## config.mk

```make
export PLATFORM = sky130hd
export DESIGN_NAME = uart_echo_top
export DESIGN_NICKNAME = d
export VERILOG_FILES = /design/src/source/echo_pkg.sv /design/src/source/uart_cfg_pkg.sv /design/src/source/uart_echo_top.sv /design/src/source/uart_tx_serializer.sv /design/src/source/echo_frame_ctrl.sv /design/src/source/uart_rx_decoder.sv
export SDC_FILE = /design/constraint.sdc
export NUM_CORES = 1
export LEC_CHECK = 0
export BUFFER_PORTS_ARGS = -buffer_cell sky130_fd_sc_hd__buf_2
export CORE_AREA = 3 3 302 304
export DETAILED_ROUTE_END_ITERATION = 10
export DIE_AREA = 0 0 305 307
export GPL_TIMING_DRIVEN = 1
export PLACE_DENSITY_LB_ADDON = 0.25
export SLEW_MARGIN = 15
export SYNTH_ARGS = -nofsm -noshare
export SYNTH_HDL_FRONTEND = slang
export SYNTH_SLANG_ARGS = --single-unit
```

## constraint.sdc

```tcl
create_clock -name sys_clk -period 6.1 [get_ports sys_clk]
set_input_delay 0.305 -clock sys_clk [delete_from_list [all_inputs] [get_ports sys_clk]]
set_output_delay 0.305 -clock sys_clk [all_outputs]
set_load 0.005 [all_outputs]
```

## src/source/echo_pkg.sv

```systemverilog
//--------------------------------------------------
// Echo framing constants and the controller FSM type
// payload is capped at buf_depth minus the four markers
//--------------------------------------------------
package echo_pkg;

	localparam logic [7:0] marker_char = 8'h26; // ascii "&"

	// markers on each side of the echoed payload
	localparam int marker_len = 2;

	localparam int buf_depth = 64; // entries incl. all markers

	// 60 bytes, anything past this is dropped
	localparam int max_payload = buf_depth - 2 * marker_len;

	// 1 ms of quiet line at 50 MHz ends a message
	localparam int gap_clks = 50_000;

	// payload length as reported on msg_len
	typedef logic [7:0] len_t;

	// idle -> gap (collecting) -> send -> done (last byte on the line)
	typedef enum logic [1:0] {
		st_idle,
		st_gap,
		st_send,
		st_done
	} ctrl_state_t;

endpackage

```

## src/source/uart_cfg_pkg.sv

```systemverilog
//--------------------------------------------------
// UART line constants for the echo design
// fixed 50 MHz clock and 115200 baud, 8N2 on tx, 8N1 on rx
// baud is not selectable at runtime
//--------------------------------------------------
package uart_cfg_pkg;

	// system clock, must match the board oscillator
	localparam logic [31:0] clk_freq_hz = 32'd50_000_000;

	localparam logic [31:0] baud_rate = 32'd115_200; // line rate

	// clocks in one bit time, truncated, 434 at these rates
	// rate error stays well under 1% so no fractional divider
	localparam logic [15:0] clks_per_bit = 16'(clk_freq_hz / baud_rate);

	localparam int data_bits = 8; // lsb first on the wire

	// two stop bits on transmit give the far end some slack
	// receiver only checks the first one
	localparam int tx_stop_bits = 2;

endpackage
```

## src/source/uart_echo_top.sv

```systemverilog
//--------------------------------------------------
// UART echo responder, rx pin in and tx pin out
// replies 1 ms after the last byte, framed by "&&"
//--------------------------------------------------
`timescale 1ns/1ps

module uart_echo_top (
	input  logic           sys_clk,
	input  logic           sys_rst_n,
	input  logic           uart_rx,
	output logic           uart_tx,
	output echo_pkg::len_t msg_len
);

	logic [7:0] rx_byte;
	logic       rx_valid;
	logic [7:0] tx_byte;
	logic       tx_start;
	logic       tx_done;

	uart_rx_decoder u_uart_rx_decoder (
		.sys_clk   (sys_clk),
		.sys_rst_n (sys_rst_n),
		.rx        (uart_rx),
		.rx_byte   (rx_byte),
		.rx_valid  (rx_valid)
	);

	echo_frame_ctrl u_echo_frame_ctrl (
		.sys_clk   (sys_clk),
		.sys_rst_n (sys_rst_n),
		.rx_byte   (rx_byte),
		.rx_valid  (rx_valid),
		.tx_done   (tx_done),
		.tx_byte   (tx_byte),
		.tx_start  (tx_start),
		.msg_len   (msg_len)   // payload length of the last reply
	);

	uart_tx_serializer u_uart_tx_serializer (
		.sys_clk   (sys_clk),
		.sys_rst_n (sys_rst_n),
		.tx_byte   (tx_byte),
		.tx_start  (tx_start),
		.tx        (uart_tx),
		.tx_done   (tx_done)
	);

endmodule

```

## src/source/uart_tx_serializer.sv

```systemverilog
//--------------------------------------------------
// UART transmitter, 1 start, 8 data, tx_stop_bits stop
// tx_start is ignored while a frame is in flight
//--------------------------------------------------
`timescale 1ns/1ps

module uart_tx_serializer (
	input  logic       sys_clk,
	input  logic       sys_rst_n,
	input  logic [7:0] tx_byte,
	input  logic       tx_start,
	output logic       tx,
	output logic       tx_done
);

	typedef enum logic [1:0] {
		s_idle,
		s_start,
		s_data,
		s_stop
	} tx_state_t;

	tx_state_t state;

	logic [15:0] clk_cnt;
	logic [2:0]  bit_idx; // data bit, then reused for stop bits
	logic        bit_end;

	logic [uart_cfg_pkg::data_bits-1:0] shift_reg;

	assign bit_end = (clk_cnt == uart_cfg_pkg::clks_per_bit - 16'd1);

	always_ff @(posedge sys_clk or negedge sys_rst_n) begin
		if (!sys_rst_n) begin
			state   <= s_idle;
			clk_cnt <= '0;
			bit_idx <= '0;
			tx      <= 1'b1; // line idles high
			tx_done <= 1'b0;
		end else begin
			tx_done <= 1'b0;
			case (state)
				s_idle: begin
					clk_cnt <= '0;
					bit_idx <= '0;
					if (tx_start) begin
						tx    <= 1'b0;
						state <= s_start;
					end
				end
				s_start: begin
					if (bit_end) begin
						clk_cnt <= '0;
						tx      <= shift_reg[0];
						state   <= s_data;
					end else begin
						clk_cnt <= clk_cnt + 16'd1;
					end
				end
				s_data: begin
					if (bit_end) begin
						clk_cnt <= '0;
						if (bit_idx == 3'(uart_cfg_pkg::data_bits - 1)) begin
							bit_idx <= '0;
							tx      <= 1'b1;
							state   <= s_stop;
						end else begin
							bit_idx <= bit_idx + 3'd1;
							tx      <= shift_reg[1]; // next bit, shift lands this cycle
						end
					end else begin
						clk_cnt <= clk_cnt + 16'd1;
					end
				end
				s_stop: begin
					if (bit_end) begin
						clk_cnt <= '0;
						if (bit_idx == 3'(uart_cfg_pkg::tx_stop_bits - 1)) begin
							tx_done <= 1'b1;
							state   <= s_idle;
						end else begin
							bit_idx <= bit_idx + 3'd1;
						end
					end else begin
						clk_cnt <= clk_cnt + 16'd1;
					end
				end
				default: state <= s_idle;
			endcase
		end
	end

	always_ff @(posedge sys_clk) begin
		if (state == s_idle && tx_start)
			shift_reg <= tx_byte;
		else if (state == s_data && bit_end)
			shift_reg <= shift_reg >> 1; // lsb first
	end

endmodule

```

## src/source/echo_frame_ctrl.sv

```systemverilog
//--------------------------------------------------
// Collects bytes until the line is quiet for gap_clks
// then sends markers, payload, markers to the serializer
// input is ignored while a reply is going out
//--------------------------------------------------
`timescale 1ns/1ps

module echo_frame_ctrl (
	input  logic              sys_clk,
	input  logic              sys_rst_n,
	input  logic [7:0]        rx_byte,
	input  logic              rx_valid,
	input  logic              tx_done,
	output logic [7:0]        tx_byte,
	output logic              tx_start,
	output echo_pkg::len_t    msg_len
);

	echo_pkg::ctrl_state_t state;

	logic [7:0] msg_buf [echo_pkg::buf_depth];

	echo_pkg::len_t wr_idx; // next free entry, starts past the leading markers
	echo_pkg::len_t rd_idx;
	logic [15:0]    gap_cnt;

	logic [$clog2(echo_pkg::buf_depth)-1:0] wr_addr;
	logic [$clog2(echo_pkg::buf_depth)-1:0] rd_addr;

	logic       collecting;
	logic       accept;
	logic       store_en;
	logic       gap_expired;
	logic       send_next;
	logic [7:0] rd_data;

	assign collecting  = (state == echo_pkg::st_idle) || (state == echo_pkg::st_gap);
	assign accept      = collecting && rx_valid;
	// room left for payload, otherwise the byte is dropped
	assign store_en    = accept &&
		(wr_idx < echo_pkg::len_t'(echo_pkg::marker_len + echo_pkg::max_payload));
	assign gap_expired = (state == echo_pkg::st_gap) && !rx_valid &&
		(gap_cnt == 16'(echo_pkg::gap_clks - 1));
	assign send_next   = (state == echo_pkg::st_send) && tx_done;

	assign wr_addr = wr_idx[$clog2(echo_pkg::buf_depth)-1:0];
	assign rd_addr = rd_idx[$clog2(echo_pkg::buf_depth)-1:0];

	// entries 0 and 1 are the leading markers, taken from the constant
	assign rd_data = (rd_idx < echo_pkg::len_t'(echo_pkg::marker_len)) ?
		echo_pkg::marker_char : msg_buf[rd_addr];

	always_ff @(posedge sys_clk or negedge sys_rst_n) begin
		if (!sys_rst_n) begin
			state    <= echo_pkg::st_idle;
			wr_idx   <= echo_pkg::len_t'(echo_pkg::marker_len);
			rd_idx   <= '0;
			gap_cnt  <= '0;
			tx_start <= 1'b0;
			msg_len  <= '0;
		end else begin
			tx_start <= 1'b0;
			case (state)
				echo_pkg::st_idle: begin
					gap_cnt <= '0;
					if (accept) begin
						wr_idx <= wr_idx + 8'd1;
						state  <= echo_pkg::st_gap;
					end
				end
				echo_pkg::st_gap: begin
					if (accept) begin
						gap_cnt <= '0; // every strobe restarts the gap
						if (store_en)
							wr_idx <= wr_idx + 8'd1;
					end else if (gap_expired) begin
						gap_cnt  <= '0;
						wr_idx   <= wr_idx + echo_pkg::len_t'(echo_pkg::marker_len);
						msg_len  <= wr_idx - echo_pkg::len_t'(echo_pkg::marker_len);
						rd_idx   <= rd_idx + 8'd1;
						tx_start <= 1'b1; // first leading marker
						state    <= echo_pkg::st_send;
					end else begin
						gap_cnt <= gap_cnt + 16'd1;
					end
				end
				echo_pkg::st_send: begin
					if (send_next) begin
						rd_idx   <= rd_idx + 8'd1;
						tx_start <= 1'b1;
						if (rd_idx == wr_idx - 8'd1)
							state <= echo_pkg::st_done; // last entry handed over
					end
				end
				echo_pkg::st_done: begin
					// wait for the final byte to leave the line
					if (tx_done) begin
						wr_idx <= echo_pkg::len_t'(echo_pkg::marker_len);
						rd_idx <= '0;
						state  <= echo_pkg::st_idle;
					end
				end
				default: state <= echo_pkg::st_idle;
			endcase
		end
	end

	// message storage and outgoing byte
	always_ff @(posedge sys_clk) begin
		if (store_en) begin
			msg_buf[wr_addr] <= rx_byte;
		end else if (gap_expired) begin
			for (int i = 0; i < echo_pkg::marker_len; i++)
				msg_buf[wr_addr + i[$clog2(echo_pkg::buf_depth)-1:0]] <= echo_pkg::marker_char;
		end
		if (gap_expired || send_next)
			tx_byte <= rd_data; // steady when tx_start is seen
	end

endmodule

```

## src/source/uart_rx_decoder.sv

```systemverilog
//--------------------------------------------------
// UART receiver, 8 data bits, no parity
// a frame with a low stop bit is dropped silently
// after such a frame the line must return high first
//--------------------------------------------------
`timescale 1ns/1ps

module uart_rx_decoder (
	input  logic       sys_clk,
	input  logic       sys_rst_n,
	input  logic       rx,
	output logic [7:0] rx_byte,
	output logic       rx_valid
);

	typedef enum logic [1:0] {
		s_idle,
		s_start,
		s_data,
		s_stop
	} rx_state_t;

	rx_state_t state;

	logic rx_meta;
	logic rx_sync;
	logic rx_prev; // for falling edge detect
	logic fall_edge;

	logic [15:0] clk_cnt;
	logic [2:0]  bit_idx;
	logic        bit_end;
	logic        half_end;

	logic [uart_cfg_pkg::data_bits-1:0] shift_reg;

	// two flop synchronizer, line idles high
	always_ff @(posedge sys_clk or negedge sys_rst_n) begin
		if (!sys_rst_n) begin
			rx_meta <= 1'b1;
			rx_sync <= 1'b1;
			rx_prev <= 1'b1;
		end else begin
			rx_meta <= rx;
			rx_sync <= rx_meta;
			rx_prev <= rx_sync;
		end
	end

	assign fall_edge = rx_prev & ~rx_sync;
	assign bit_end   = (clk_cnt == uart_cfg_pkg::clks_per_bit - 16'd1);
	assign half_end  = (clk_cnt == (uart_cfg_pkg::clks_per_bit >> 1) - 16'd1);

	always_ff @(posedge sys_clk or negedge sys_rst_n) begin
		if (!sys_rst_n) begin
			state    <= s_idle;
			clk_cnt  <= '0;
			bit_idx  <= '0;
			rx_valid <= 1'b0;
		end else begin
			rx_valid <= 1'b0;
			case (state)
				s_idle: begin
					clk_cnt <= '0;
					bit_idx <= '0;
					if (fall_edge)
						state <= s_start;
				end
				s_start: begin
					if (half_end) begin
						clk_cnt <= '0;
						// still high at mid-bit means a glitch
						state <= rx_sync ? s_idle : s_data;
					end else begin
						clk_cnt <= clk_cnt + 16'd1;
					end
				end
				s_data: begin
					if (bit_end) begin
						clk_cnt <= '0;
						bit_idx <= bit_idx + 3'd1;
						if (bit_idx == 3'(uart_cfg_pkg::data_bits - 1))
							state <= s_stop;
					end else begin
						clk_cnt <= clk_cnt + 16'd1;
					end
				end
				s_stop: begin
					if (bit_end) begin
						clk_cnt  <= '0;
						rx_valid <= rx_sync; // framing error gives no strobe
						state    <= s_idle;
					end else begin
						clk_cnt <= clk_cnt + 16'd1;
					end
				end
				default: state <= s_idle;
			endcase
		end
	end

	// data path, sampled at mid-bit
	always_ff @(posedge sys_clk) begin
		if (state == s_data && bit_end)
			shift_reg <= {rx_sync, shift_reg[uart_cfg_pkg::data_bits-1:1]}; // lsb first
		if (state == s_stop && bit_end)
			rx_byte <= shift_reg;
	end

endmodule

```

; Word level (Yosys, flattened, before mapping)
; Memory sizes are Yosys's and may differ from the RTL's. A register that Yosys moved wholly into a read port is not among the register bits.
; Index checks and enable logic that the tools add are counted.
[classes]
addsub = 11
multipliers = 0
div = 0
n_lt_le_gt_ge = 2
eq_ne = 37
n_shift = 0
muxes = 68
bitwise_logic = 4
reduce_logical = 33
[op_table]
columns = op, n
row1 = $mux W8, 12
row2 = $mux W16, 5
row3 = $pmux W16 S2, 2
row4 = $add A16 B1 Y16 const B, 3
row5 = $pmux W16 S3, 1
row6 = $pmux W8 S3, 2
row7 = $mux W2, 18
row8 = $eq A16 B9 Y1 const B, 2
row9 = $ne A2 B1 Y1 const B, 14
row10 = $pmux W2 S4, 3
row11 = $add A8 B1 Y8 const B, 2
row12 = $eq A16 B16 Y1 const B, 1
row13 = $eq A16 B8 Y1 const B, 1
row14 = $mux W1, 16
row15 = $mux W3, 5
row16 = $reduce_and A5 Y1, 3
row17 = $eq A2 B2 Y1 const B, 6
row18 = $reduce_and A6 Y1, 2
row19 = $reduce_bool A3 Y1, 4
row20 = $logic_and A1 B1 Y1, 9
row21 = $pmux W3 S3, 1
row22 = $add A8 B2 Y8 const B, 1
row23 = $eq A8 B8 Y1, 1
row24 = $lt A8 B2 Y1 const B, 1
row25 = 26 further kinds, 40
[word_totals]
reg_bits = 115
latch_bits = 0
ramBits = 512
rom_bits = 0
in_bits = 3
output_inout_bits = 9
n_memories = 1
[memory_table]
columns = memory, words, width, read_ports, rd_ports_with_merged_regs, wr, line_no
row1 = u_echo_frame_ctrl.msg_buf, 64, 8, 1, 1, 2, echo_frame_ctrl.sv:21  ; logic [7:0] msg_buf [echo_pkg::buf_depth];

; Longest topological paths before layout
[logic_depth]
ltp_word = 7
ltp_mapped = 11
mapped_depth_nobuf = 7

; Hierarchy
; A second synthesis with hierarchy kept.
[unflattened]
cells_unflattened = 3443
hier_area_um2 = 31515.2
[by_module_without_submodules]
columns = module, n_inst, cells_per_inst, area_per_inst_um2, seq_area_each_um2
row1 = echo_frame_ctrl, 1, 3144, 28078.2, 11567.3
row2 = uart_rx_decoder, 1, 141, 1776.7, 1109.8
row3 = uart_tx_serializer, 1, 158, 1660.3, 817.0

; Least setup slack after synthesis
; No wires, ideal clock.
[synth_timing]
kind = register to register
start = reg u_echo_frame_ctrl.wr_idx[0]
end = reg u_echo_frame_ctrl.state[0]
setup_ns = 0.079
t_arrival_ns = 2.867
slack_ns = 3.154
path_stages_with_launch = 11
path_buffers = 3
cell_sequence = dfrtp_1 > clkbuf_1 > clkbuf_1 > buf_2 > inv_1 > ha_1 > or3b_2 > or3_1 > a2111oi_0 > and4b_1 > a2bb2oi_1
[synth_via]
elab_chain_len = 4
[synth_rtl]
columns = element, line_no
row1 = from (decl), echo_frame_ctrl.sv:23  ; echo_pkg::len_t wr_idx;
row2 = from (signal assigned), echo_frame_ctrl.sv:56  ; wr_idx <= echo_pkg::len_t'(echo_pkg::marker_len);
row3 = from (signal assigned), echo_frame_ctrl.sv:67  ; wr_idx <= wr_idx + 8'd1;
row4 = from (signal assigned), echo_frame_ctrl.sv:75  ; wr_idx <= wr_idx + 8'd1;
row5 = $sub A8 B1 Y8, echo_frame_ctrl.sv:91  ; if (rd_idx == wr_idx - 8'd1)
row6 = $eq A8 B8 Y1, echo_frame_ctrl.sv:91
row7 = $ne A2 B2 Y1 (no line), -
row8 = $reduce_and A6 Y1 (no line), -
row9 = to (signal assigned), echo_frame_ctrl.sv:92  ; state <= echo_pkg::st_done;
row10 = to (signal assigned), echo_frame_ctrl.sv:100  ; state <= echo_pkg::st_idle;
row11 = to (signal assigned), echo_frame_ctrl.sv:103  ; default: state <= echo_pkg::st_idle;
row12 = to (decl), echo_frame_ctrl.sv:19  ; echo_pkg::ctrl_state_t state;
; No other way between the ends.
; A chain may end at the register's enable or synchronous reset.

==> impl_metrics.py <==
metrics = {
    "clocking": {
        "post_cts_buffers": 0,
        "clk_pin_slew_ns": 0.06,
        "cts_hold_buf": 2,
        "cts_buffers": 72,
        "cts_root_buf": "clkbuf_16",
        "cts.sinks": 635,
        "h-tree-depth": 3,
        "cts_max_path_buffers": 3,
        "clock_latency_ns": 0.63,
        "cts_tree": "yes",
        "cts_resized": 0,
    },
    "global_routing": {
        "grt_usage": 0.233,
        "grt_pass1_vias": 26900,
        "grt_use_met3": 0.0453,
        "gr-usage-met1": 0.320,
        "grt_pass1_wl_um": 171000,
        "antenna_found_initial": 1,
        "gr-total-overflow": 0,
        "met2_usage": 0.350,
        "grt_max_degree": 246,
        "grt_busiest_layer": "met2",
    },
    "timing": {
        "hold_viol": 0,
        "max_slew_margin": 0.132,
        "setup_viol_count_final": 0,
        "setup_tns_ns": 0,
        "fin_crit_ns": 3.85,
        "clock_skew_ns": 0.0224,
        "fmax_mhz": 260,
        "rsz0062_at_grt": "no",
        "tightest_slew_ns": 1.30,
        "fin_crit_sh": 0.631,
        "final_max_slew_viol_count": 0,
    },
    "floorplanning": {
        "dieArea_mm2": 0.0936,
        "initial_core_util": 0.349,
        "rows": 109,
        "die_x_um": 305,
        "ios": 12,
        "die_y_um": 307,
        "core_area_mm2": 0.0885,
    },
    "critical_path": {
        "cp_max_fo": 121,
        "cp.required_ns": 6.66,
        "cp_cell_sequence": "nand2_1 > o221a_2 > a21oi_4 > buf_4 > o21ai_0 > a21oi_1",
        "slowest_stage": "buf_4",
        "start_kind": "register",
        "end_kind": "register",
        "path_class": "register to register",
        "arrival_ns": 4.41,
        "crit_path_max_incr_delay_ns": 0.91,
        "critical-path-top-delay-family": "compound AO/OA/AOI/OAI gates",
        "cp.buffers_inverters": 1,
    },
    "route": {
        "vias": 28500,
        "first_pass_iters": 6,
        "routedWlPerCell_um": 24.4,
        "drt_iter0_markers": 3967,
        "drtAntennaViolNets": 0,
        "viasPerCell": 6.16,
        "drcViolationCount": 0,
        "wirelength_um": 113000,
    },
    "finish": {
        "multi_input_comb_area_mm2": 0.0163,
        "antennaDiodeCount": 0,
        "largest_register_ff_count": 512,
        "largest_register": "u_echo_frame_ctrl.msg_buf",
        "fillers": 8759,
        "fin_util": 0.388,
        "nets": 3438,
        "ff_latch_area_mm2": 0.0135,
        "syn2layout_area_growth_pct": 11.1,
        "drive_above_1_share": 0.104,
    },
    "synth": {
        "yosysWarnings": 0,
        "synth_ff_type": "dfxtp_1",
        "synth_seq_area_share": 0.437,
        "syn_nets": 3577,
        "synth-seq-cells": 635,
        "synth_async_sr_flop_share": 0.143,
        "synth_edf_count": 32,
        "netlist_area_mm2": 0.0309,
        "synthDistinctLibCells": 72,
        "synth_cells": 3544,
        "syn_avg_cell_area_um2": 8.72,
    },
    "placed_design": {
        "port_buffers": 11,
        "gp_congestion": 0.922,
        "dp.final_hpwl_um": 72300,
    },
    "pwr": {
        "power.leakage_uw": 0.0120,
        "p_per_area_mw_per_mm2": 256,
        "netSwitchingPower_uw": 1920,
        "intPower_uw": 6870,
        "sw_frac_of_total": 0.218,
        "seqPwrFrac": 0.482,
        "ir_drop_mv": 0.129,
        "combPwrFrac": 0.010,
        "pwr-share-clk": 0.508,
    },
    "worst_hold_path": {
        "hold_path.class": "primary input to asynchronous set/reset pin",
    },
    "status": {
        "run_status": "completed",
    },
    "run": {
        "drv_cap": 0,
    },
}
through the flow:
stage	power, µW	setup slack (ns)	instances	instance area (µm²)	hold slack, ns
after floorplan	4380	3.15	3544	30900	0.00941
after global placement	4410	2.45	4494	31900	0.197
after detailed placement	4420	2.46	4494	31900	0.199
after CTS	8850	2.44	4626	34300	0.0805
after global routing	9040	2.12	4626	34300	0.130
final	8790	2.25	4626	34300	0.114
placed cells by master (no fill, tap or decap), types with 17 or more instances in the layout:
cell type,instances
ha_1,30
dfrtp_1,82
mux2_2,18
edfxtp_1,32
and3_1,36
o21ai_0,545
nand3_1,731
nor3_1,62
mux2i_1,18
nand2_1,162
o211ai_1,18
nand4_1,18
buf_4,49
dfxtp_1,512
inv_1,28
mux4_2,125
a22oi_1,35
clkbuf_1,18
xor2_1,22
nor2_1,165
clkbuf_16,77
a21oi_1,362
xnor2_1,31
a22o_1,17
path summary, 6_finish.rpt:
| path | startpoint | end | slack [ns] | depth (start not counted) |
|---|---|---|---|---|
| worst max-delay path | u_echo_frame_ctrl.wr_idx[4]$_DFFE_PN0P_ | u_echo_frame_ctrl.msg_buf[34][0]$_SDFFE_PP0P_ | 2.25 | 6 |
| worst min-delay path | sys_rst_n | u_uart_rx_decoder.clk_cnt[13]$_DFF_PN0_ | 0.11 | 2 |
| worst max register to register | u_echo_frame_ctrl.wr_idx[4]$_DFFE_PN0P_ | u_echo_frame_ctrl.msg_buf[34][0]$_SDFFE_PP0P_ | 2.25 | 6 |
| worst min register to register | u_uart_rx_decoder.rx_meta$_DFF_PN1_ | u_uart_rx_decoder.rx_sync$_DFF_PN1_ | 0.35 | 0 |
| max in group asynchronous | sys_rst_n | u_echo_frame_ctrl.rd_idx[0]$_DFFE_PN0P_ | 4.65 | 3 |
| min in group sys_clk | uart_rx | u_uart_rx_decoder.rx_meta$_DFF_PN1_ | 0.34 | 2 |
Yosys cell counts (all sizes together) (4+ instances only):
master	instances	area (µm²)
nand3	731	3660
o21ai	547	2740
dfxtp	512	10200
a21oi	365	1830
clkbuf	177	664
nor2	167	627
nand2	162	608
mux4	125	2820
buf	106	498
dfrtp	86	2150
nor3	64	320
and3	37	231
a22oi	35	263
edfxtp	32	961
xnor2	31	272
ha	30	375
inv	28	105
xor2	23	201
o211ai	19	148
mux2	18	203
mux2i	18	180
nand4	18	113
a22o	17	149
nor2b	17	106
nor4	17	113
nand2b	13	81.3
and2	12	75.1
o22ai	12	75.1
a31oi	10	62.6
or4	10	75.1
a211oi	9	67.6
a21boi	9	67.6
a32o	7	70.1
and4	7	61.3
or2	6	37.5
a21o	5	37.5
dfstp	5	131
a221oi	4	35.0
and3b	4	35.0
nand3b	4	30.0
o21a	4	30.0
o21bai	4	30.0
or3	4	25.0
or3b	4	35.0
cell type report:
class,instances,area share
flip-flops and latches,635,0.393
inverters,28,0.00306
clock inverters,22,0.00638
repair buffers,70,0.0180
multi-input cells,2598,0.474
clock buffers,108,0.0633
well taps,1165,0.0425
metal layers:
metal,vias to the layer above,wire (µm)
li1,12900,-
met1,13800,47000
met2,1467,49000
met3,329,10600
met4,0,6310
met5,-,0
power groups by stage:
| stage | Clock (µW) | Combinational, µW | Sequential (µW) |
|---|---|---|---|
| after floorplan | 0 | 71.4 | 4310 |
| after global placement | 0 | 89.2 | 4320 |
| after detailed placement | 0 | 91.3 | 4320 |
| after CTS | 4530 | 92.8 | 4230 |
| after global routing | 4700 | 106 | 4240 |
| final | 4470 | 89.2 | 4240 |
kinds of logic (layout without fill, tap and decap cells):
group,count (synthesis),count (layout),synth area share
AO/OA/AOI/OAI,1066,1066,0.187
buffers and inverters,311,228,0.0410
multiplexers,161,161,0.103
AND/OR/NAND/NOR,1287,1287,0.205
flip-flops,635,635,0.437
XOR/XNOR,54,54,0.0153
adder cells (fa/ha/maj),30,30,0.0121
Power figures use the tool's default switching activity.
